File: config.mk
export PLATFORM = sky130hd
export DESIGN_NAME = mem_arbiter_flat
export DESIGN_NICKNAME = d
export VERILOG_FILES = /design/src/source/scratch_pkg.sv /design/src/source/mem_req_if.sv /design/src/source/mem_arbiter.sv /design/src/flat_wrapper.sv
export SDC_FILE = /design/constraint.sdc
export NUM_CORES = 1
export LEC_CHECK = 0
export ABC_AREA = 1
export ABC_CLOCK_PERIOD_IN_PS = 3900
export BUFFER_PORTS_ARGS = -buffer_cell sky130_fd_sc_hd__buf_4
export CAP_MARGIN = 20
export CORE_AREA = 2 2 96 98
export CTS_BUF_LIST = sky130_fd_sc_hd__clkbuf_8
export CTS_CLUSTER_DIAMETER = 60
export DETAILED_ROUTE_END_ITERATION = 8
export DIE_AREA = 0 0 98 100
export SYNTH_ARGS = -nofsm -noshare
export SYNTH_HDL_FRONTEND = slang
export SYNTH_SLANG_ARGS = --single-unit
File: constraint.sdc
create_clock -name clk -period 3.9 [get_ports clk]
set_input_delay 0.975 -clock clk [delete_from_list [all_inputs] [get_ports clk]]
set_output_delay 0.975 -clock clk [all_outputs]
set_load 0.02 [all_outputs]
File: src/source/scratch_pkg.sv
package scratch_pkg;

	// ************************************************************
	// Widths and counts shared by the scratchpad blocks
	// ************************************************************

	// Default data word width, overridden from the top level
	localparam int DATA_W = 32;

	// Bits per byte lane
	localparam int BYTE_W = 8;

	// Byte lanes for a given word width
	function automatic int strb_w(input int data_w);
		return data_w / BYTE_W;
	endfunction

	// Byte lanes at the default width
	localparam int STRB_W = strb_w(DATA_W);

	// APB byte address width
	localparam int ADDR_W = 12;

	// Requesters on the shared memory, arbiter is built for two
	localparam int NUM_PORTS = 2;

	// Index bits for a memory of depth entries, never below one
	function automatic int idx_w(input int depth);
		return (depth > 1) ? $clog2(depth) : 1;
	endfunction

	// ************************************************************
	// Word index type, sized by the DEPTH of the user
	// ************************************************************
	virtual class word_idx_t #(parameter int DEPTH = 256);
		typedef logic [idx_w(DEPTH)-1:0] t;
	endclass

endpackage

File: src/source/mem_req_if.sv
`timescale 1ns/100ps

interface mem_req_if #(
	parameter int DEPTH  = 256,
	parameter int DATA_W = scratch_pkg::DATA_W
);
	import scratch_pkg::*;

	// Request side, driven by the APB port
	logic req;
	logic we;
	word_idx_t#(DEPTH)::t idx;
	logic [strb_w(DATA_W)-1:0] strb;
	logic [DATA_W-1:0] wdata;

	// Response side, driven by the arbiter
	logic gnt;
	logic [DATA_W-1:0] rdata;

	// Port view
	modport requester (
		output req, we, idx, strb, wdata,
		input  gnt, rdata
	);

	// Arbiter view
	modport arbiter (
		input  req, we, idx, strb, wdata,
		output gnt, rdata
	);

endinterface

File: src/source/mem_arbiter.sv
`timescale 1ns/100ps

module mem_arbiter #(
	parameter int DEPTH  = 256,
	parameter int DATA_W = scratch_pkg::DATA_W
) (
	input  logic clk,
	input  logic rst_n,
	mem_req_if.arbiter m0,
	mem_req_if.arbiter m1,
	output logic wenable,
	output logic [scratch_pkg::strb_w(DATA_W)-1:0] wstrb,
	output logic [scratch_pkg::idx_w(DEPTH)-1:0] windex,
	output logic [DATA_W-1:0] wdata,
	output logic renable,
	output logic [scratch_pkg::idx_w(DEPTH)-1:0] rindex,
	input  logic [DATA_W-1:0] rdata_synch
);
	import scratch_pkg::*;

	typedef word_idx_t#(DEPTH)::t idx_t;

	logic [NUM_PORTS-1:0] req_vec;
	logic [NUM_PORTS-1:0] gnt_vec;
	logic any_gnt;

	// High when port 1 won the last grant
	logic last_win;

	// Fields of the granted requester
	logic win_we;
	idx_t win_idx;
	logic [strb_w(DATA_W)-1:0] win_strb;
	logic [DATA_W-1:0] win_wdata;

	// ************************************************************
	// Round-robin grant
	// ************************************************************
	assign req_vec = {m1.req, m0.req};

	always_comb
	begin
		// Lone requester always wins
		// On a tie the port that lost last time goes first
		gnt_vec[0] = req_vec[0] & (~req_vec[1] | last_win);
		gnt_vec[1] = req_vec[1] & (~req_vec[0] | ~last_win);
	end

	assign any_gnt = |gnt_vec;
	assign m0.gnt  = gnt_vec[0];
	assign m1.gnt  = gnt_vec[1];

	// Starts as if port 1 had won, so port 0 leads after reset
	always_ff @(posedge clk or negedge rst_n)
	begin
		if (!rst_n)
			last_win <= 1'b1;
		else if (any_gnt)
			last_win <= gnt_vec[1];
	end

	// ************************************************************
	// Winner mux toward the cell
	// ************************************************************
	always_comb
	begin
		if (gnt_vec[1])
		begin
			win_we    = m1.we;
			win_idx   = m1.idx;
			win_strb  = m1.strb;
			win_wdata = m1.wdata;
		end
		else
		begin
			win_we    = m0.we;
			win_idx   = m0.idx;
			win_strb  = m0.strb;
			win_wdata = m0.wdata;
		end
	end

	// One access per cycle, either a write or a read
	assign wenable = any_gnt & win_we;
	assign renable = any_gnt & ~win_we;
	assign windex  = win_idx;
	assign rindex  = win_idx;
	assign wstrb   = win_strb;
	assign wdata   = win_wdata;

	// ************************************************************
	// Read data return
	// ************************************************************

	// Shared to both, only the port in RESP samples it
	assign m0.rdata = rdata_synch;
	assign m1.rdata = rdata_synch;

endmodule

File: src/flat_wrapper.sv
// flat-port wrapper written by rule: the top's interface ports become plain ports
module mem_arbiter_flat import scratch_pkg::*;
#(
	parameter int DEPTH  = 256,
	parameter int DATA_W = scratch_pkg::DATA_W
)
  (clk, rst_n, wenable, wstrb, windex, wdata, renable, rindex, rdata_synch, m0_req, m0_we, m0_idx, m0_strb, m0_wdata, m0_gnt, m0_rdata, m1_req, m1_we, m1_idx, m1_strb, m1_wdata, m1_gnt, m1_rdata);
  mem_req_if #(.DEPTH(DEPTH), .DATA_W(DATA_W)) m0_i ();
  mem_req_if #(.DEPTH(DEPTH), .DATA_W(DATA_W)) m1_i ();
  input  logic clk;
  input  logic rst_n;
  output logic wenable;
  output logic [scratch_pkg::strb_w(DATA_W)-1:0] wstrb;
  output logic [scratch_pkg::idx_w(DEPTH)-1:0] windex;
  output logic [DATA_W-1:0] wdata;
  output logic renable;
  output logic [scratch_pkg::idx_w(DEPTH)-1:0] rindex;
  input  logic [DATA_W-1:0] rdata_synch;
  input wire logic [$bits(m0_i.req)-1:0] m0_req;
  input wire logic [$bits(m0_i.we)-1:0] m0_we;
  input wire logic [$bits(m0_i.idx)-1:0] m0_idx;
  input wire logic [$bits(m0_i.strb)-1:0] m0_strb;
  input wire logic [$bits(m0_i.wdata)-1:0] m0_wdata;
  output wire logic [$bits(m0_i.gnt)-1:0] m0_gnt;
  output wire logic [$bits(m0_i.rdata)-1:0] m0_rdata;
  input wire logic [$bits(m1_i.req)-1:0] m1_req;
  input wire logic [$bits(m1_i.we)-1:0] m1_we;
  input wire logic [$bits(m1_i.idx)-1:0] m1_idx;
  input wire logic [$bits(m1_i.strb)-1:0] m1_strb;
  input wire logic [$bits(m1_i.wdata)-1:0] m1_wdata;
  output wire logic [$bits(m1_i.gnt)-1:0] m1_gnt;
  output wire logic [$bits(m1_i.rdata)-1:0] m1_rdata;
  assign m0_i.req = m0_req;
  assign m0_i.we = m0_we;
  assign m0_i.idx = m0_idx;
  assign m0_i.strb = m0_strb;
  assign m0_i.wdata = m0_wdata;
  assign m0_gnt = m0_i.gnt;
  assign m0_rdata = m0_i.rdata;
  assign m1_i.req = m1_req;
  assign m1_i.we = m1_we;
  assign m1_i.idx = m1_idx;
  assign m1_i.strb = m1_strb;
  assign m1_i.wdata = m1_wdata;
  assign m1_gnt = m1_i.gnt;
  assign m1_rdata = m1_i.rdata;
  mem_arbiter #(.DEPTH(DEPTH), .DATA_W(DATA_W)) u_core (.clk(clk), .rst_n(rst_n), .m0(m0_i), .m1(m1_i), .wenable(wenable), .wstrb(wstrb), .windex(windex), .wdata(wdata), .renable(renable), .rindex(rindex), .rdata_synch(rdata_synch));
endmodule
# After elaboration in Yosys (flattened, before gate mapping)
# Index checks and enable logic that the tools add are counted.
[word_totals] out_inout_bits=120 in_bits=126 reg_bits=1
[classes] n_reduce_logical=1 n_bitwise=10 mux=4
[ops] cell="two-way mux 32 bit" count=1
[ops] cell="two-way mux 8 bit" count=1
[ops] cell="AND 1 bit" count=4
[ops] cell="two-way mux 4 bit" count=1
[ops] cell="inverter 1 bit" count=4
[ops] cell="bitwise OR 1 bit" count=2
[ops] cell="OR reduction 2 bit" count=1
[ops] cell="two-way mux 1 bit" count=1

# Longest topological paths before layout
[depth] word_depth=6 depth_mapped=7 ltp_nobuf=5

# Worst setup path after synthesis
# No wires, ideal clock.
[synth_timing] kind="input -> output" start="input port m0_req" end="output port windex[0] (netlist name)" stages=7 t_arrival_ns=1.837 slack_ns=1.088 required_time_ns=2.925 cell_sequence="nand2_1 nand2_2 inv_2 buf_6 nand2_1 nand2_1 buf_4"
[synth_between] elab_chain_cells=4
[synth_rtl] element="from (decl)" line_no="flat_wrapper.sv:19" source="input wire logic [$bits(m0_i.req)-1:0] m0_req;"
[synth_rtl] element="inverter 1 bit" line_no="mem_arbiter.sv:46" source="gnt_vec[1] = req_vec[1] & (~req_vec[0] | ~last_win);"
[synth_rtl] element="bitwise OR 1 bit" line_no="mem_arbiter.sv:46"
[synth_rtl] element="AND 1 bit" line_no="mem_arbiter.sv:46"
[synth_rtl] element="named net m1_gnt" line_no="flat_wrapper.sv:31" source="output wire logic [$bits(m1_i.gnt)-1:0] m1_gnt;"
[synth_rtl] element="two-way mux 8 bit" line_no="mem_arbiter.sv:67" source="if (gnt_vec[1])"
[synth_rtl] element="to (decl)" line_no="flat_wrapper.sv:14" source="output logic [scratch_pkg::idx_w(DEPTH)-1:0] windex;"
# The timed path passes the listed nets, and every way through them passes these cells.

# Worst setup path after layout
[layout_timing] start="input port m0_req" end="output port windex[0] (netlist name)"
[layout_between] elab_chain_cells=4
[layout_rtl] element="inverter 1 bit" line_no="mem_arbiter.sv:46"
[layout_rtl] element="bitwise OR 1 bit" line_no="mem_arbiter.sv:46"
[layout_rtl] element="AND 1 bit" line_no="mem_arbiter.sv:46"
[layout_rtl] element="two-way mux 8 bit" line_no="mem_arbiter.sv:67"
# Every way passes these cells.

==> metrics.yaml <==
power:
  clkPwrFrac_pct: 0
  ir_drop_mv: 0.0836
  switching_share_pct: 50.3
  seq_power_share_pct: 4.0
  p_sw_uw: 176
  leakage_nw: 1.21
  p_per_area_nw_per_um2: 184
  p_comb_share_pct: 96.0
  p_int_uw: 174
sta:
  hold_viol: 0
  setup_viol: 0
  slew_headroom_pct: 81.5
  slew_viol_final: 0
  tightest_slew_ps: 277
  skew_ps: 0
  period_share_pct: 74.7
  final.setup.tns_ps: 0
  fmax_mhz: 343
  rsz0062_at_grt: "no"
  fin_crit_ps: 2910
place:
  dp_hpwl_mm: 3.66
  placed_cells: 418
  port_buffers: 149
  gp_congestion: 0.703
drt:
  drt_wl_total_mm: 4.20
  ant_nets: 0
  vias_per_cell: 3.61
  drt-initial-drc-count: 28
  drt-pass1-iter-count: 4
  drc: 0
  avgRoutedWirePerCell_um: 10.1
  dr_total_vias: 1508
finish:
  antennaDiodeCount: 0
  area_growth_pct: 51.6
  largest_reg_flops: 1
  fin_nets: 435
  top_regs: "u_core.last_win: 1 flops"
  regMostFlops: "u_core.last_win"
  drive_gt1_share_pct: 50.8
  fin_cells: 418
  fillCellCount: 1012
synth:
  synth_fp_nets: 361
  synth_area_um2: 1250
  synth_cell_types: 11
  ys_seq_area_share_pct: 2.10
  synth_seq_cells: 1
  postSynthAreaPerCell_um2: 5.32
  ys_warn_count: 0
  synthCells: 235
critical_path:
  crit_chain: "buf_4, nand2_1, nand2_2, inv_2, buf_4, nand2_1, nand2_1, buf_4"
  critPathTopFamily: "buffers and inverters"
  slowest_delay_ps: 260
  crit_arrival_ps: 1940
  startpoint_type: "input pin"
  critPathCaptureType: "output port"
  critPathBufInv: 4
  crit_path_max_fanout: 25
  crit_slowest_cell: "buf_4"
  timing_worst_setup_path_type: "in2out"
  worstPathRequired_ps: 2920
floorplanning:
  initial_core_util_pct: 14.1
  core-area_um2: 8890
  die_x_um: 98
  fp.dieH_um: 100
  design.die.area_um2: 9800
  rows: 35
  io_pins: 246
status:
  outcome: "finished clean"
hold_path:
  hold_path.class: "reg2reg"
clock_tree:
  clk_latency_ps: 0
  post-cts-setup-buffer-count: 0
  postCtsHoldBufs: 0
  cts-resized-gates: 0
  clk_pin_slew_worst_paths_ps: 0
grt:
  antenna_found_initial: 0
  grt_pass1_wl_mm: 6.04
  grt_use_total_pct: 7.18
  grt_overflow: 0
  grt_max_degree: 29
  grt_pass1_vias: 1325
job:
  drv_cap: 0
==> logic make-up (layout without fill, tap and decap cells) <==
group           after synthesis  after routing  synth area share [%]
compound gates                2              2                 0.799
simple gates                144            144                  43.7
buf+inv                      88            160                  53.4
flops                         1              1                  2.10
==> path summary, 6_finish.rpt <==
| kind | cells past startpoint | endpoint | start | slack (ps) |
|---|---|---|---|---|
| max reg2reg | 2 | u_core.last_win | u_core.last_win | 3070 |
| min reg2reg | 2 | u_core.last_win | u_core.last_win | 540 |
| min in group asynchronous | 1 | u_core.last_win | rst_n | 910 |
| max | 8 | windex[0] | m0_req | 990 |
| max in group asynchronous | 1 | u_core.last_win | rst_n | 2970 |
| min | 2 | u_core.last_win | u_core.last_win | 540 |
==> synthesized netlist by cell type <==
cell type,number,area (um^2)
a21oi_1,1,5.00
buf_4,72,541
inv_2,1,3.75
nand2_1,138,518
buf_6,9,101
nand2_2,1,6.26
dfstp_2,1,26.3
o21ai_0,1,5.00
inv_1,6,22.5
nand3_1,3,15.0
nor2_1,2,7.51
==> per-stage QoR <==
step | utilization, % | total power, mW | worst slack [ps] | hold WS (ps) | instance area (um^2)
after floorplan | - | 0.290 | 1090 | 489 | 1250
after CTS | 21.3 | 0.354 | 981 | 545 | 1900
after global routing | 21.3 | 0.378 | 846 | 571 | 1900
after global placement | 21.3 | 0.350 | 1020 | 542 | 1900
final | 21.3 | 0.350 | 987 | 542 | 1900
after detailed placement | 21.3 | 0.353 | 979 | 544 | 1900
==> power groups by stage <==
stage | clock network, mW | registers (mW) | logic, mW
after floorplan | 0 | 0.0137 | 0.277
after global placement | 0 | 0.0141 | 0.336
after detailed placement | 0 | 0.0140 | 0.339
after CTS | 0 | 0.0140 | 0.340
after global routing | 0 | 0.0142 | 0.364
final | 0 | 0.0140 | 0.336
==> routing by layer <==
metal / vias to the layer above / global-route usage, % / wire (um)
li1: 767 / - / -
met1: 622 / 7.95 / 1470
met2: 87 / 13.1 / 2060
met3: 32 / 1.25 / 440
met4: 0 / 3.85 / 237
met5: - / 0 / 0
==> worst reg2reg max path, delay by kind of cell, from the launching register on <==
kind                   cells  cell delay (ps)
flip-flops                 1              510
buffers and inverters      1               60
AO/OA/AOI/OAI              1              180
==> cells in the final DEF (no fill, tap or decap) <==
cell type,instances
buf_4,153
nand2_1,138
inv_1,6
nand3_1,3
nor2_1,2
nand2_2,1
inv_2,1
a21oi_1,1
o21ai_0,1
dfstp_2,1
==> final cells by class <==
type | instances | area (um^2) | share of cell area, %
inverter | 7 | 26.3 | 1.39
tap | 111 | 139 | 7.32
timing repair buffer | 153 | 1150 | 60.6
sequential | 1 | 26.3 | 1.39
multi-input combinational | 146 | 557 | 29.4
(Power assumes the default switching activity.)
