$ cat config.mk
export PLATFORM = sky130hd
export DESIGN_NAME = apb_mem_port_flat
export DESIGN_NICKNAME = d
export VERILOG_FILES = /design/src/source/scratch_pkg.sv /design/src/source/mem_req_if.sv /design/src/source/apb_mem_port.sv /design/src/flat_wrapper.sv
export SDC_FILE = /design/constraint.sdc
export NUM_CORES = 1
export LEC_CHECK = 0
export ABC_AREA = 0
export BUFFER_PORTS_ARGS = -buffer_cell sky130_fd_sc_hd__buf_2
export CAP_MARGIN = 20
export CORE_AREA = 2 2 64 66
export DETAILED_ROUTE_END_ITERATION = 7
export DIE_AREA = 0 0 66 68
export GPL_ROUTABILITY_DRIVEN = 0
export PLACE_DENSITY = 0.75
export SYNTH_ARGS = -nofsm -noshare
export SYNTH_HDL_FRONTEND = slang
export SYNTH_SLANG_ARGS = --single-unit
$ cat constraint.sdc
create_clock -name clk -period 1.5 [get_ports clk]
set_clock_uncertainty 0.15 [all_clocks]
set_input_delay 0 -clock clk [delete_from_list [all_inputs] [get_ports clk]]
set_output_delay 0 -clock clk [all_outputs]
set_load 0.005 [all_outputs]
$ cat src/source/scratch_pkg.sv
package scratch_pkg;

	// ************************************************************
	// Widths and counts shared by the scratchpad blocks
	// ************************************************************

	// Default data word width, overridden from the top level
	localparam int DATA_W = 32;

	// Bits per byte lane
	localparam int BYTE_W = 8;

	// Byte lanes for a given word width
	function automatic int strb_w(input int data_w);
		return data_w / BYTE_W;
	endfunction

	// Byte lanes at the default width
	localparam int STRB_W = strb_w(DATA_W);

	// APB byte address width
	localparam int ADDR_W = 12;

	// Requesters on the shared memory, arbiter is built for two
	localparam int NUM_PORTS = 2;

	// Index bits for a memory of depth entries, never below one
	function automatic int idx_w(input int depth);
		return (depth > 1) ? $clog2(depth) : 1;
	endfunction

	// ************************************************************
	// Word index type, sized by the DEPTH of the user
	// ************************************************************
	virtual class word_idx_t #(parameter int DEPTH = 256);
		typedef logic [idx_w(DEPTH)-1:0] t;
	endclass

endpackage

$ cat src/source/mem_req_if.sv
`timescale 1ns/100ps

interface mem_req_if #(
	parameter int DEPTH  = 256,
	parameter int DATA_W = scratch_pkg::DATA_W
);
	import scratch_pkg::*;

	// Request side, driven by the APB port
	logic req;
	logic we;
	word_idx_t#(DEPTH)::t idx;
	logic [strb_w(DATA_W)-1:0] strb;
	logic [DATA_W-1:0] wdata;

	// Response side, driven by the arbiter
	logic gnt;
	logic [DATA_W-1:0] rdata;

	// Port view
	modport requester (
		output req, we, idx, strb, wdata,
		input  gnt, rdata
	);

	// Arbiter view
	modport arbiter (
		input  req, we, idx, strb, wdata,
		output gnt, rdata
	);

endinterface

$ cat src/source/apb_mem_port.sv
`timescale 1ns/100ps

module apb_mem_port #(
	parameter int DEPTH  = 256,
	parameter int DATA_W = scratch_pkg::DATA_W
) (
	input  logic clk,
	input  logic rst_n,
	input  logic psel,
	input  logic penable,
	input  logic pwrite,
	input  logic [scratch_pkg::ADDR_W-1:0] paddr,
	input  logic [DATA_W-1:0] pwdata,
	input  logic [scratch_pkg::strb_w(DATA_W)-1:0] pstrb,
	output logic [DATA_W-1:0] prdata,
	output logic pready,
	output logic pslverr,
	mem_req_if.requester mem
);
	import scratch_pkg::*;

	// Byte offset bits below the word number
	localparam int OFF_W = $clog2(strb_w(DATA_W));

	typedef word_idx_t#(DEPTH)::t idx_t;

	typedef enum logic [1:0]
	{
		IDLE,
		WAIT_GNT,
		RESP
	} state_t;

	state_t state, state_nxt;

	logic access;
	logic in_range;
	logic [ADDR_W-1:0] word_num;
	idx_t word_idx;

	// ************************************************************
	// Address decode
	// ************************************************************

	// ACCESS phase of an APB transfer
	assign access = psel & penable;

	// Full word number, may reach past the memory
	assign word_num = paddr >> OFF_W;
	assign in_range = (word_num < DEPTH);
	assign word_idx = word_num[idx_w(DEPTH)-1:0];

	// ************************************************************
	// Transfer FSM
	// ************************************************************
	always_comb
	begin
		state_nxt = state;
		case (state)
			IDLE:
				// Grant in the first cycle skips the wait state
				if (access && in_range)
					state_nxt = mem.gnt ? RESP : WAIT_GNT;
			WAIT_GNT:
				if (mem.gnt)
					state_nxt = RESP;
			RESP:
				state_nxt = IDLE;
			default:
				state_nxt = IDLE;
		endcase
	end

	always_ff @(posedge clk or negedge rst_n)
	begin
		if (!rst_n)
			state <= IDLE;
		else
			state <= state_nxt;
	end

	// ************************************************************
	// Word request
	// ************************************************************

	// Rises with the first ACCESS cycle, held until granted
	assign mem.req = ((state == IDLE) & access & in_range) | (state == WAIT_GNT);

	// APB keeps these stable for the whole transfer
	assign mem.we    = pwrite;
	assign mem.idx   = word_idx;
	assign mem.strb  = pstrb;
	assign mem.wdata = pwdata;

	// ************************************************************
	// APB response
	// ************************************************************

	// Out of range ends at once with an error
	assign pslverr = (state == IDLE) & access & ~in_range;
	assign pready  = (state == RESP) | pslverr;

	// Read word arrives the cycle after the grant
	assign prdata = ((state == RESP) && !pwrite) ? mem.rdata : '0;

endmodule

$ cat src/flat_wrapper.sv
// flat-port wrapper written by rule: the top's interface ports become plain ports
module apb_mem_port_flat import scratch_pkg::*;
#(
	parameter int DEPTH  = 256,
	parameter int DATA_W = scratch_pkg::DATA_W
)
  (clk, rst_n, psel, penable, pwrite, paddr, pwdata, pstrb, prdata, pready, pslverr, mem_req, mem_we, mem_idx, mem_strb, mem_wdata, mem_gnt, mem_rdata);
  mem_req_if #(.DEPTH(DEPTH), .DATA_W(DATA_W)) mem_i ();
  input  logic clk;
  input  logic rst_n;
  input  logic psel;
  input  logic penable;
  input  logic pwrite;
  input  logic [scratch_pkg::ADDR_W-1:0] paddr;
  input  logic [DATA_W-1:0] pwdata;
  input  logic [scratch_pkg::strb_w(DATA_W)-1:0] pstrb;
  output logic [DATA_W-1:0] prdata;
  output logic pready;
  output logic pslverr;
  output wire logic [$bits(mem_i.req)-1:0] mem_req;
  output wire logic [$bits(mem_i.we)-1:0] mem_we;
  output wire logic [$bits(mem_i.idx)-1:0] mem_idx;
  output wire logic [$bits(mem_i.strb)-1:0] mem_strb;
  output wire logic [$bits(mem_i.wdata)-1:0] mem_wdata;
  input wire logic [$bits(mem_i.gnt)-1:0] mem_gnt;
  input wire logic [$bits(mem_i.rdata)-1:0] mem_rdata;
  assign mem_req = mem_i.req;
  assign mem_we = mem_i.we;
  assign mem_idx = mem_i.idx;
  assign mem_strb = mem_i.strb;
  assign mem_wdata = mem_i.wdata;
  assign mem_i.gnt = mem_gnt;
  assign mem_i.rdata = mem_rdata;
  apb_mem_port #(.DEPTH(DEPTH), .DATA_W(DATA_W)) u_core (.clk(clk), .rst_n(rst_n), .psel(psel), .penable(penable), .pwrite(pwrite), .paddr(paddr), .pwdata(pwdata), .pstrb(pstrb), .prdata(prdata), .pready(pready), .pslverr(pslverr), .mem(mem_i));
endmodule
## Word level (Yosys, flattened, before mapping)

Cells that the tools add are included.

| word-level totals | value |
|---|---|
| bits in registers | 2 |
| bits of input ports | 86 |
| word-level logic and storage cells | 23 |

| cells by class | value |
|---|---|
| mux-type cells | 5 |
| bitwise logic cells | 7 |
| magnitude comparators | 1 |
| eq/ne operators | 4 |
| reductions and logical operators | 5 |

Operators by type and width:

| cell | number |
|---|---|
| $mux 32 | 1 |
| $lt 10x9->1 const B | 1 |
| $mux 2 | 3 |
| $and 1x1->1 | 4 |
| $pmux 2 s2 | 1 |
| $eq 2x1->1 const B | 1 |
| $eq 2x2->1 const B | 1 |
| $logic_and 1x1->1 | 2 |
| $logic_not 2->1 | 1 |
| $ne 2x1->1 const B | 1 |
| $ne 2x2->1 const B | 1 |
| $or 1x1->1 | 2 |
| $reduce_and 2->1 | 1 |
| $logic_not 1->1 | 1 |
| $not 1->1 | 1 |

## Longest topological paths before layout

Gate-level depths: netlist (run 1).

| logic depth | value |
|---|---|
| depth after elaboration | 4 |
| depth in mapped cells | 3 |
| gate-level depth less buffers | 2 |

## Least setup slack after synthesis (run 1)

No wires, ideal clock.

| timing path | value |
|---|---|
| path type | register to output |
| start point | register u_core.state[0] |
| end point | output port prdata[0] |
| path slack | 387 ps |
| data arrival time | 963 ps |
| data required time | 1350 ps |
| cell stages (with the launch flop) | 4 |
| path through | dfrtp_1 nor3b_4 clkbuf_2 and2_1 |

| between the ends | value |
|---|---|
| cells in the longest elaborated chain, start to end | 3 |

Ends and longest elaborated chain:

| what | line | text |
|---|---|---|
| start, declared | apb_mem_port.sv:34 | `state_t state, state_nxt;` |
| start signal, assigned | apb_mem_port.sv:79 | `state <= state_nxt;` |
| $eq 2x2->1 | apb_mem_port.sv:104 | `assign prdata = ((state == RESP) && !pwrite) ? mem.rdata : '0;` |
| $logic_and 1x1->1 | apb_mem_port.sv:104 |  |
| $mux 32 | apb_mem_port.sv:104 |  |
| end, declared | flat_wrapper.sv:17 | `output logic [DATA_W-1:0] prdata;` |

No other way between the ends.

## Final worst setup path (run 1)

| timing path | value |
|---|---|
| start point | register u_core.state[0] |
| end point | output port prdata[15] |

The elaborated chain is that of the path after synthesis.

==> results of run 1 <==
-- routing by layer --
layer / part of all wire / track usage / vias to the layer above / routed length, um
met1: 0.24 / 0.04603 / 357 / 576
li1: - / - / 403 / -
met5: 0 / 0 / - / 0
met3: 0.17 / 0.03125 / 4 / 394
met4: 0.0098 / 0.03571 / 0 / 23
met2: 0.58 / 0.1919 / 93 / 1361
-- metrics by stage --
step                      instances  hold WS, ns  power [mW]  setup TNS (ns)
final                           224      0.01365      0.4787               0
after global placement          171      -0.3653      0.1480               0
after floorplan                  93      -0.4456      0.1793               0
after detailed placement        171      -0.3626      0.1504               0
after global routing            224      0.04322      0.5087       -0.003699
after CTS                       224     0.004109      0.4888               0
-- final timing paths --
| path | startpoint | endpoint | slack, ns | cells after the start |
|---|---|---|---|---|
| max | u_core.state[0]$_DFFE_PN0P_ | prdata[15] | 0.05 | 4 |
| min | paddr[11] | u_core.state[1]$_DFFE_PN0P_ | 0.01 | 3 |
| max reg2reg | u_core.state[0]$_DFFE_PN0P_ | u_core.state[0]$_DFFE_PN0P_ | 0.56 | 2 |
| min reg2reg | u_core.state[1]$_DFFE_PN0P_ | u_core.state[0]$_DFFE_PN0P_ | 0.34 | 1 |
| max in group asynchronous | rst_n | u_core.state[1]$_DFFE_PN0P_ | 0.54 | 3 |
| min in group asynchronous | rst_n | u_core.state[0]$_DFFE_PN0P_ | 0.52 | 3 |
-- timing repair --
| item | 4_1_cts | 5_1_grt |
|---|---|---|
| endpoints found under the hold margin | 48 | 0 |
| hold buffers | 50 | 0 |
| gates resized for setup | 0 | 5 |
| setup endpoints to repair | 0 | 11 |
| buffers inserted | 0 | 0 |
-- layout make-up --
class | count | share of cell area
clock buffers | 3 | 0.03084
flip-flops and latches | 2 | 0.03925
inverters | 2 | 0.005607
multi-input cells | 41 | 0.2084
well taps | 50 | 0.04673
repair buffers | 126 | 0.6692
-- cells by family after synthesis --
kind of cell           after synthesis  share of synthesized area
AND/OR/NAND/NOR                     36                     0.3541
AO/OA/AOI/OAI                        5                    0.04404
flip-flops                           2                    0.07340
buffers and inverters               50                     0.5284
-- power by group through the flow --
stage,Combinational [mW],Clock [mW],Sequential [mW]
after floorplan,0.120,0,0.0590
after global placement,0.0886,0,0.0594
after detailed placement,0.0907,0,0.0597
after CTS,0.210,0.219,0.0591
after global routing,0.229,0.220,0.0599
final,0.212,0.208,0.0596
-- critical path: stages, from the launching register on --
cell and delay, ns:
sky130_fd_sc_hd__dfrtp_2 0.43, sky130_fd_sc_hd__nor3b_4 0.23, sky130_fd_sc_hd__buf_12 0.18, sky130_fd_sc_hd__and2_4 0.14, sky130_fd_sc_hd__buf_2 0.10
-- cells in the mapped netlist --
cell | n | share of area
sky130_fd_sc_hd__a211oi_1 | 1 | 0.011
sky130_fd_sc_hd__a21oi_1 | 3 | 0.022
sky130_fd_sc_hd__and2_1 | 32 | 0.29
sky130_fd_sc_hd__buf_4 | 45 | 0.50
sky130_fd_sc_hd__clkbuf_2 | 3 | 0.022
sky130_fd_sc_hd__dfrtp_1 | 2 | 0.073
sky130_fd_sc_hd__inv_1 | 2 | 0.011
sky130_fd_sc_hd__nand2b_1 | 1 | 0.0092
sky130_fd_sc_hd__nand4bb_1 | 1 | 0.017
sky130_fd_sc_hd__nor3_1 | 1 | 0.0073
sky130_fd_sc_hd__nor3b_4 | 1 | 0.028
sky130_fd_sc_hd__o211ai_1 | 1 | 0.011
==> parameters.txt, run 1 <==
Parameter                              Value

Outcome
  Result of the run    finished clean

Hold path
  Tightest Hold Check Type    input port to flip-flop

Layout
  Count of filler cells inserted in the layout    388
  Most common cell after layout, fill and taps aside    sky130_fd_sc_hd__buf_2
  Number of antenna diodes    0
  Reg area    52.55 um2
  Post-route core utilization    0.3472
  Share of layout cells above drive strength 1    0.4885
  Multi-input combinational cell area    279.0 um2
  Commonest cells after routing, fill and taps aside    sky130_fd_sc_hd__buf_2, sky130_fd_sc_hd__dlygate4sd3_1, sky130_fd_sc_hd__and2_1
  Top register by number of flip-flops    u_core.state
  NumNets Final    262
  Relative area change from synthesis to final layout    96.33%
  Largest registers in the final layout    u_core.state (2)
  Flip-flop count of the largest register, all copies and words added    2
  Final design area excluding fillers    0.001339 mm2

Clocking
  Maximum buffer depth of the clock tree    2
  H-tree lvl count    1
  CTS Sinks    2
  CTS tree    built
  Master cell of the clock root buffer    sky130_fd_sc_hd__clkbuf_8
  Clock-pin slew on the worst setup and hold paths    0.03 ns
  Worst-Skew Late Latency    0.21 ns
  CTS Buf Count    3

Timing
  Final critical-path share of the clock period    0.9646
  Unrepaired setup endpoints after global routing    yes
  Final setup slack of the worst path    0.05317 ns
  Final number of hold-violating endpoints    0
  Final max-slew violation count    0
  Slew headroom    0.8587
  Worst Tran Pin Value    0.2110 ns
  Clock period minus final worst setup slack    1.447 ns
  Fmax    0.6912 GHz
  Setup violators final    0

Routing
  Count of routing violations after the opening detailed-route iteration    3
  Detailed-route DRC error count    0
  Routed Wire Length    2357 um
  Routed wirelength normalized by instance count    10.52 um
  Routed vias    857
  First-pass iteration count of the detailed router    3
  Antenna Violating Nets Remaining    0
  Number of vias per cell    3.826

Place
  Area after detailed placement    787.0 um2
  Detailed-placement wirelength estimate    1426 um
  Worst setup slack before clock tree synthesis    0.2467 ns
  Number of input and output port buffers inserted    75

Power
  Power Internal    0.3726 mW
  Max VDD drop    0.2799 mV
  Logic pwr share    0.442
  Switching part of the total power    0.2215
  Net load switching power    0.1061 mW
  Static leakage    0.7333 nW
  Sequential Power Share    0.124
  Proportion of power drawn by the clock network    0.434
  Total power per unit cell area    357.6 mW/mm2

Setup path
  CP Capture Type    output port
  WS Path Type    flip-flop to output port
  Peak fanout along the critical path    32
  Kind of launch point of the worst setup path    flip-flop
  WP data arrival    1.30 ns
  Required arrival time at the worst endpoint    1.35 ns

GRT
  Global route total overflow    0
  Global-route total usage across every layer    0.08019
  Maximum number of pins on one net before global-route repair    33
  Wire length of the first global-routing pass    2635 um
  Vias in the first global route    638
  Initial antenna violation count    0

Synth
  Number of warnings reported in the yosys synthesis log    0
  #FFs+latches synth    2
  Syn_nets    179
  Part of the Yosys area used for sequential elements    0.07339
  Avg Synthesized Cell Area    7.332 um2
  Count of different cell masters after synthesis    12
  Cell area after synthesis    681.9 um2
  Count of mapped cells out of synthesis    93

Die
  Die width    66 um
  Die Area    0.004488 mm2
  Count of boundary I/O pins    166
  Rows    23
  Core Footprint    0.003856 mm2
  Die Y-Extent    68 um
  Initial Utilization    0.1768

Job
  Max-cap violations    0
Power figures use the tool's default switching activity.
==> run 2, diff against run 1 <==
--- a/config.mk
+++ b/config.mk
@@ -8,11 +8,11 @@
 export ABC_AREA = 0
 export BUFFER_PORTS_ARGS = -buffer_cell sky130_fd_sc_hd__buf_2
 export CAP_MARGIN = 20
-export CORE_AREA = 2 2 64 66
+export CORE_AREA = 2 2 63 65
 export DETAILED_ROUTE_END_ITERATION = 7
-export DIE_AREA = 0 0 66 68
+export DIE_AREA = 0 0 65 67
 export GPL_ROUTABILITY_DRIVEN = 0
-export PLACE_DENSITY = 0.75
+export PLACE_DENSITY = 0.77
 export SYNTH_ARGS = -nofsm -noshare
 export SYNTH_HDL_FRONTEND = slang
 export SYNTH_SLANG_ARGS = --single-unit
==> constraint.sdc (replaced) <==
create_clock -name clk -period 1.77 [get_ports clk]
set_clock_uncertainty 0.15 [all_clocks]
set_input_delay 0 -clock clk [delete_from_list [all_inputs] [get_ports clk]]
set_output_delay 0 -clock clk [all_outputs]
set_load 0.005 [all_outputs]
==> run 2 against run 1 <==
  * Setup slack gained 0.22 ns
  * Critical path depth is the same
  * Utilization grew 0.88 points
  * Highest routed layer unchanged
==> parameters.txt, run 2 (synthesis gave the netlist of run 1 again) <==
Parameter                              Value

Layout
  Top register by number of flip-flops    u_core.state
  Largest registers in the final layout    u_core.state (2)
  Flip-flop count of the largest register, all copies and words added    2 (unchanged)
  Most common cell after layout, fill and taps aside    sky130_fd_sc_hd__buf_2
  NumNets Final    259 (-1.1%)
  Relative area change from synthesis to final layout    88.26%
  Commonest cells after routing, fill and taps aside    sky130_fd_sc_hd__buf_2, sky130_fd_sc_hd__dlygate4sd3_1, sky130_fd_sc_hd__and2_1
  Multi-input combinational cell area    271.5 um2 (-2.7%)
  Number of antenna diodes    0 (unchanged)
  Reg area    50.05 um2 (-4.8%)
  Share of layout cells above drive strength 1    0.4678 (-0.02067)
  Count of filler cells inserted in the layout    368 (-5.2%)

Setup path
  Worst-path cell chain    nor3b_4 > buf_4 > and2_1 > buf_2
  Required arrival time at the worst endpoint    1.62 ns (+0.27 ns)
  Kind of launch point of the worst setup path    flip-flop
  WS Path Type    flip-flop to output port
  WP data arrival    1.35 ns (+0.05 ns)
  Top cell family by delay on the critical path    flip-flops
  CP Capture Type    output port
  Worst stage delay on the critical path    0.42 ns (about the same)
  Buffers & Inverters on Critical Path    2 (unchanged)
  Cell at the slowest stage of the critical path    sky130_fd_sc_hd__dfrtp_1
  Reg-to-reg startpoint    u_core.state[0]$_DFFE_PN0P_
  Worst setup startpoint    u_core.state[0]$_DFFE_PN0P_
  Peak fanout along the critical path    32 (unchanged)

Routing
  Routed vias    825 (-3.7%)
  Routed wirelength normalized by instance count    11.14 um (+5.8%)
  Number of vias per cell    3.767 (-1.5%)
  First-pass iteration count of the detailed router    4 (+1)
  Count of routing violations after the opening detailed-route iteration    8 (+5)
  Routed Wire Length    2439 um (+3.5%)
  Detailed-route DRC error count    0 (unchanged)
  Antenna Violating Nets Remaining    0 (unchanged)

GRT
  Maximum number of pins on one net before global-route repair    33 (unchanged)
  Global route total overflow    0 (unchanged)
  Global-route total usage across every layer    0.08070 (+0.0005032)
  Wire length of the first global-routing pass    2739 um (+3.9%)
  Vias in the first global route    676 (+6.0%)
  Initial antenna violation count    0 (unchanged)

Clocking
  CTS tree    built
  Master cell of the clock root buffer    sky130_fd_sc_hd__clkbuf_8
  H-tree lvl count    1 (unchanged)
  Clock-pin slew on the worst setup and hold paths    0.03 ns (about the same)
  Worst-Skew Late Latency    0.21 ns (about the same)
  Maximum buffer depth of the clock tree    2 (unchanged)
  CTS Sinks    2 (unchanged)
  CTS Buf Count    3 (unchanged)
  Cells resized by post-CTS repair    0 (unchanged)

Place
  Detailed-placement wirelength estimate    1545 um (+8.3%)
  Number of input and output port buffers inserted    75 (unchanged)

Power
  Proportion of power drawn by the clock network    0.442 (+0.008)
  Logic pwr share    0.433 (-0.009)
  Max VDD drop    0.1408 mV (-50%)
  Switching part of the total power    0.2262 (+0.004611)
  Sequential Power Share    0.125 (about the same)
  Static leakage    0.7170 nW (-2.2%)
  Net load switching power    0.09044 mW (-15%)
  Total power per unit cell area    311.5 mW/mm2 (-13%)
  Power Internal    0.3095 mW (-17%)

Timing
  Final number of hold-violating endpoints    0 (unchanged)
  Slew headroom    0.7817 (-0.07699)
  Clock period minus final worst setup slack    1.501 ns
  Final critical-path share of the clock period    0.8480
  Hold WS    0.04248 ns (+0.02883 ns)
  Total Neg Setup Slack    0 ns (unchanged)
  Setup violators final    0 (unchanged)
  Worst Tran Pin Value    0.3260 ns (+0.1150 ns)
  Final max-slew violation count    0 (unchanged)
  Unrepaired setup endpoints after global routing    no
  Fmax    0.6663 GHz

Job
  Max-cap violations    0 (unchanged)

Outcome
  Result of the run    finished clean

Die
  Core Footprint    0.003606 mm2 (-6.5%)
  Count of boundary I/O pins    166 (unchanged)
  Initial Utilization    0.1891 (+0.01227)
  Die Area    0.004355 mm2 (-3.0%)
  Rows    22 (-4.3%)
  Die Y-Extent    67 um (-1.5%)
  Die width    65 um (-1.5%)

Hold path
  Start point of the worst hold path    penable
  Tightest Hold Check Type    input port to flip-flop
[run 2: changes by cell type in the layout (fill, tap and decap cells not counted), sizes merged]
cell | before | now
dlygate4sd3 | 50 | 47
[run 2: worst paths after layout]
kind | cells after the start | endpoint | slack (ns)
setup / recovery | 4 | prdata[31] | 0.27
hold / removal | 3 | u_core.state[1]$_DFFE_PN0P_ | 0.04
setup reg to reg | 2 | u_core.state[0]$_DFFE_PN0P_ | 0.81
hold reg to reg | 1 | u_core.state[0]$_DFFE_PN0P_ | 0.37
max in group asynchronous | 3 | u_core.state[0]$_DFFE_PN0P_ | 0.83
min in group asynchronous | 3 | u_core.state[1]$_DFFE_PN0P_ | 0.52
[run 2: layout make-up]
class,instances,area share
repair buffers,123,0.6647
multi-input cells,41,0.2115
well taps,48,0.04678
flip-flops and latches,2,0.03899
clock buffers,3,0.03216
inverters,2,0.005848
[run 2: tightest hold or removal path: stages]
cell and delay [ns]:
sky130_fd_sc_hd__buf_2 0.10, sky130_fd_sc_hd__nand4bb_1 0.16, sky130_fd_sc_hd__a21oi_1 0.09
[run 2: power groups by stage]
stage                     Combinational [mW]  Sequential [mW]  Clock (mW)
after detailed placement              0.0766           0.0504           0
after global routing                   0.186           0.0503       0.181
after CTS                              0.173           0.0500       0.180
after floorplan                        0.102           0.0500           0
after global placement                0.0750           0.0504           0
final                                  0.173           0.0500       0.177
[run 2: timing repair]
action | CTS | global route
hold buffers | 47 | 0
setup buffers | 0 | 0
endpoints found under the hold margin | 48 | 0
[run 2: layer usage]
| layer | GRT usage | vias to the layer above | share of wire |
|---|---|---|---|
| met2 | 0.1894 | 92 | 0.55 |
| met5 | 0 | - | 0 |
| met1 | 0.06720 | 333 | 0.30 |
| met3 | 0.006757 | 2 | 0.14 |
| li1 | - | 398 | - |
| met4 | 0.02394 | 0 | 0.0057 |
[run 2: metrics by stage]
step           instance area, um2  cells  worst slack [ns]  total power, mW    util
2_1_floorplan               681.9     93            0.6570           0.1520       -
3_3_place_gp                772.0    169            0.4824           0.1254  0.2141
3_5_place_dp                772.0    169            0.4659           0.1270  0.2141
4_1_cts                      1284    219            0.2467           0.4027  0.3560
5_1_grt                      1284    219            0.2007           0.4165  0.3560
6_report                     1284    219            0.2691           0.3999  0.3560
==> run 3, diff against run 2 <==
--- a/config.mk
+++ b/config.mk
@@ -8,11 +8,11 @@
 export ABC_AREA = 0
 export BUFFER_PORTS_ARGS = -buffer_cell sky130_fd_sc_hd__buf_2
 export CAP_MARGIN = 20
-export CORE_AREA = 2 2 63 65
+export CORE_AREA = 2 2 64 66
 export DETAILED_ROUTE_END_ITERATION = 7
-export DIE_AREA = 0 0 65 67
+export DIE_AREA = 0 0 66 68
 export GPL_ROUTABILITY_DRIVEN = 0
-export PLACE_DENSITY = 0.77
+export PLACE_DENSITY = 0.75
 export SYNTH_ARGS = -nofsm -noshare
 export SYNTH_HDL_FRONTEND = slang
 export SYNTH_SLANG_ARGS = --single-unit
==> constraint.sdc (replaced) <==
create_clock -name clk -period 1.6 [get_ports clk]
set_clock_uncertainty 0.15 [all_clocks]
set_input_delay 0 -clock clk [delete_from_list [all_inputs] [get_ports clk]]
set_output_delay 0 -clock clk [all_outputs]
set_load 0.005 [all_outputs]
==> run 3 against run 2 <==
  * First-iteration DRC count grew 25%
  * Critical endpoint is now prdata[29]
  * Register-to-register slack lost 0.23 ns
  * Largest power group unchanged
  * Count of clock-buffer cells in the layout unchanged
  * Total power increased by 9.4%
==> parameters.txt, run 3 (synthesis gave the netlist of run 1 again) <==
Parameter                              Value

Routing
  Antenna Violating Nets Remaining    0 (unchanged)
  Routed Wire Length    2358 um (-3.3%)
  Routed wirelength normalized by instance count    10.67 um (-4.2%)
  Detailed-route DRC error count    0 (unchanged)
  First-pass iteration count of the detailed router    3 (-1)
  Number of vias per cell    3.864 (+2.6%)
  Count of routing violations after the opening detailed-route iteration    10 (+2)
  Routed vias    854 (+3.5%)

Power
  Post-route total power    0.4374 mW (+9.4%)
  Max VDD drop    0.4022 mV (+190%)
  Total power per unit cell area    340.1 mW/mm2 (+9.2%)
  Static leakage    0.7170 nW (unchanged)

GRT
  Vias in the first global route    648 (-4.1%)
  Global-route total usage across every layer    0.07884 (-0.001859)
  Maximum number of pins on one net before global-route repair    33 (unchanged)
  Initial antenna violation count    0 (unchanged)
  Global route total overflow    0 (unchanged)
  Top Usage Layer GRT    met2
  Global routing met2 resource utilization    0.1907 (+0.001224)
  Wire length of the first global-routing pass    2670 um (-2.5%)
  Met1 capacity usage during global routing    0.04902 (-0.01818)
  Met3 track demand over resource in global routing    0.03125 (+0.02449)

Layout
  NumNets Final    259 (unchanged)
  Count of filler cells inserted in the layout    400 (+8.7%)
  Most common cell after layout, fill and taps aside    sky130_fd_sc_hd__buf_2
  Post-route core utilization    0.3336 (-0.02245)
  Commonest cells after routing, fill and taps aside    sky130_fd_sc_hd__buf_2, sky130_fd_sc_hd__dlygate4sd3_1, sky130_fd_sc_hd__and2_1
  Top register by number of flip-flops    u_core.state
  Number of antenna diodes    0 (unchanged)
  Flip-flop count of the largest register, all copies and words added    2 (unchanged)
  Relative area change from synthesis to final layout    88.62%
  Largest registers in the final layout    u_core.state (2)
  Count of placed standard cells in the final layout, fillers left out    221 (+0.91%)
  Share of layout cells above drive strength 1    0.4678 (unchanged)

Timing
  Clock period minus final worst setup slack    1.523 ns
  Final number of hold-violating endpoints    0 (unchanged)
  Fmax    0.6566 GHz
  Total Neg Setup Slack    0 ns (unchanged)
  Final critical-path share of the clock period    0.9519
  Unrepaired setup endpoints after global routing    no
  Final max-slew violation count    0 (unchanged)
  Slew headroom    0.8613 (+0.07960)
  Setup violators final    0 (unchanged)
  Worst Tran Pin Value    0.2068 ns (-0.1192 ns)

Outcome
  Result of the run    finished clean

Hold path
  Hold path depth    3 (unchanged)
  Start point of the worst hold path    penable
  Destination of the worst hold path    u_core.state[1]$_DFFE_PN0P_
  Tightest Hold Check Type    input port to flip-flop

Clocking
  Worst-Skew Late Latency    0.20 ns (about the same)
  CTS Sinks    2 (unchanged)
  H-tree lvl count    1 (unchanged)
  CTS Buf Count    3 (unchanged)
  CTS tree    built
  Master cell of the clock root buffer    sky130_fd_sc_hd__clkbuf_8
  Maximum buffer depth of the clock tree    2 (unchanged)
  Cells resized by post-CTS repair    0 (unchanged)
  Clock-pin slew on the worst setup and hold paths    0.03 ns (about the same)

Setup path
  Kind of launch point of the worst setup path    flip-flop
  Reg-to-reg startpoint    u_core.state[0]$_DFFE_PN0P_
  CP Capture Type    output port
  Setup slack on the worst flop-to-flop path    0.58 ns (-0.23 ns)
  Required arrival time at the worst endpoint    1.45 ns (-0.17 ns)
  WP data arrival    1.37 ns (+0.02 ns)
  WS Path Type    flip-flop to output port
  Crit Reg-Reg Endpoint    u_core.state[0]$_DFFE_PN0P_
  Peak fanout along the critical path    32 (unchanged)
  Depth of the most critical reg-to-reg path    2 (unchanged)

Die
  Initial Utilization    0.1768 (-0.01227)
  Core Footprint    0.003856 mm2 (+6.9%)
  Die Area    0.004488 mm2 (+3.1%)
  Count of boundary I/O pins    166 (unchanged)
  Rows    23 (+4.5%)
  Die width    66 um (+1.5%)
  Die Y-Extent    68 um (+1.5%)

Place
  Number of input and output port buffers inserted    75 (unchanged)
  Number of cells after detailed placement    171 (+1.2%)

Job
  Max-cap violations    0 (unchanged)
==> run 3: stage by stage <==
| stage | area, um2 | hold WS (ns) | setup slack (ns) |
|---|---|---|---|
| floorplan | 681.9 | -0.4456 | 0.4870 |
| global placement | 774.5 | -0.3650 | 0.3227 |
| detailed placement | 774.5 | -0.3636 | 0.2830 |
| CTS | 1286 | 0.007062 | 0.06204 |
| global route | 1286 | 0.06186 | 0.007277 |
| finish | 1286 | 0.01425 | 0.07694 |
==> run 3: power by group <==
group / internal, mW / leakage (nW) / switching (mW) / total, mW
sequential: 0.0527 / 0.0275 / 0.00295 / 0.0557
combinational: 0.131 / 0.668 / 0.0594 / 0.190
clock: 0.159 / 0.0216 / 0.0331 / 0.192
total: 0.342 / 0.717 / 0.0954 / 0.437
==> run 3: routing by layer <==
layer  vias up  share of wire
met2        93           0.57
met3         4           0.16
met4         0         0.0098
met1       360           0.26
met5         -              0
li1        397              -
==> run 3: layout make-up <==
class	count	area, um2	area share
multi-input combinational	41	271.5	0.2111
clock buffer	3	41.29	0.03210
inverter	2	7.507	0.005837
sequential	2	50.05	0.03891
tap	50	62.56	0.04864
timing repair buffer	123	853.3	0.6634
==> run 3: how the worst max path moves through the flow <==
stage	from	to	cells past startpoint
after floorplan	u_core.state[0]$_DFFE_PN0P_	prdata[0]	3
after global placement	u_core.state[0]$_DFFE_PN0P_	prdata[29]	4
after detailed placement	u_core.state[0]$_DFFE_PN0P_	prdata[29]	4
after CTS	u_core.state[0]$_DFFE_PN0P_	prdata[29]	4
after global routing	u_core.state[1]$_DFFE_PN0P_	prdata[16]	4
final	u_core.state[0]$_DFFE_PN0P_	prdata[29]	4
==> run 3: repair_timing <==
| action | 4_1_cts | 5_1_grt |
|---|---|---|
| hold endpoints to repair | 48 | 0 |
| hold buffers | 47 | 0 |
| buffers inserted | 0 | 0 |
==> run 3: critical path: stages, from the launching register on <==
cell and delay, ns:
sky130_fd_sc_hd__dfrtp_1 0.43, sky130_fd_sc_hd__nor3b_4 0.20, sky130_fd_sc_hd__buf_4 0.25, sky130_fd_sc_hd__and2_1 0.17
sky130_fd_sc_hd__buf_2 0.11
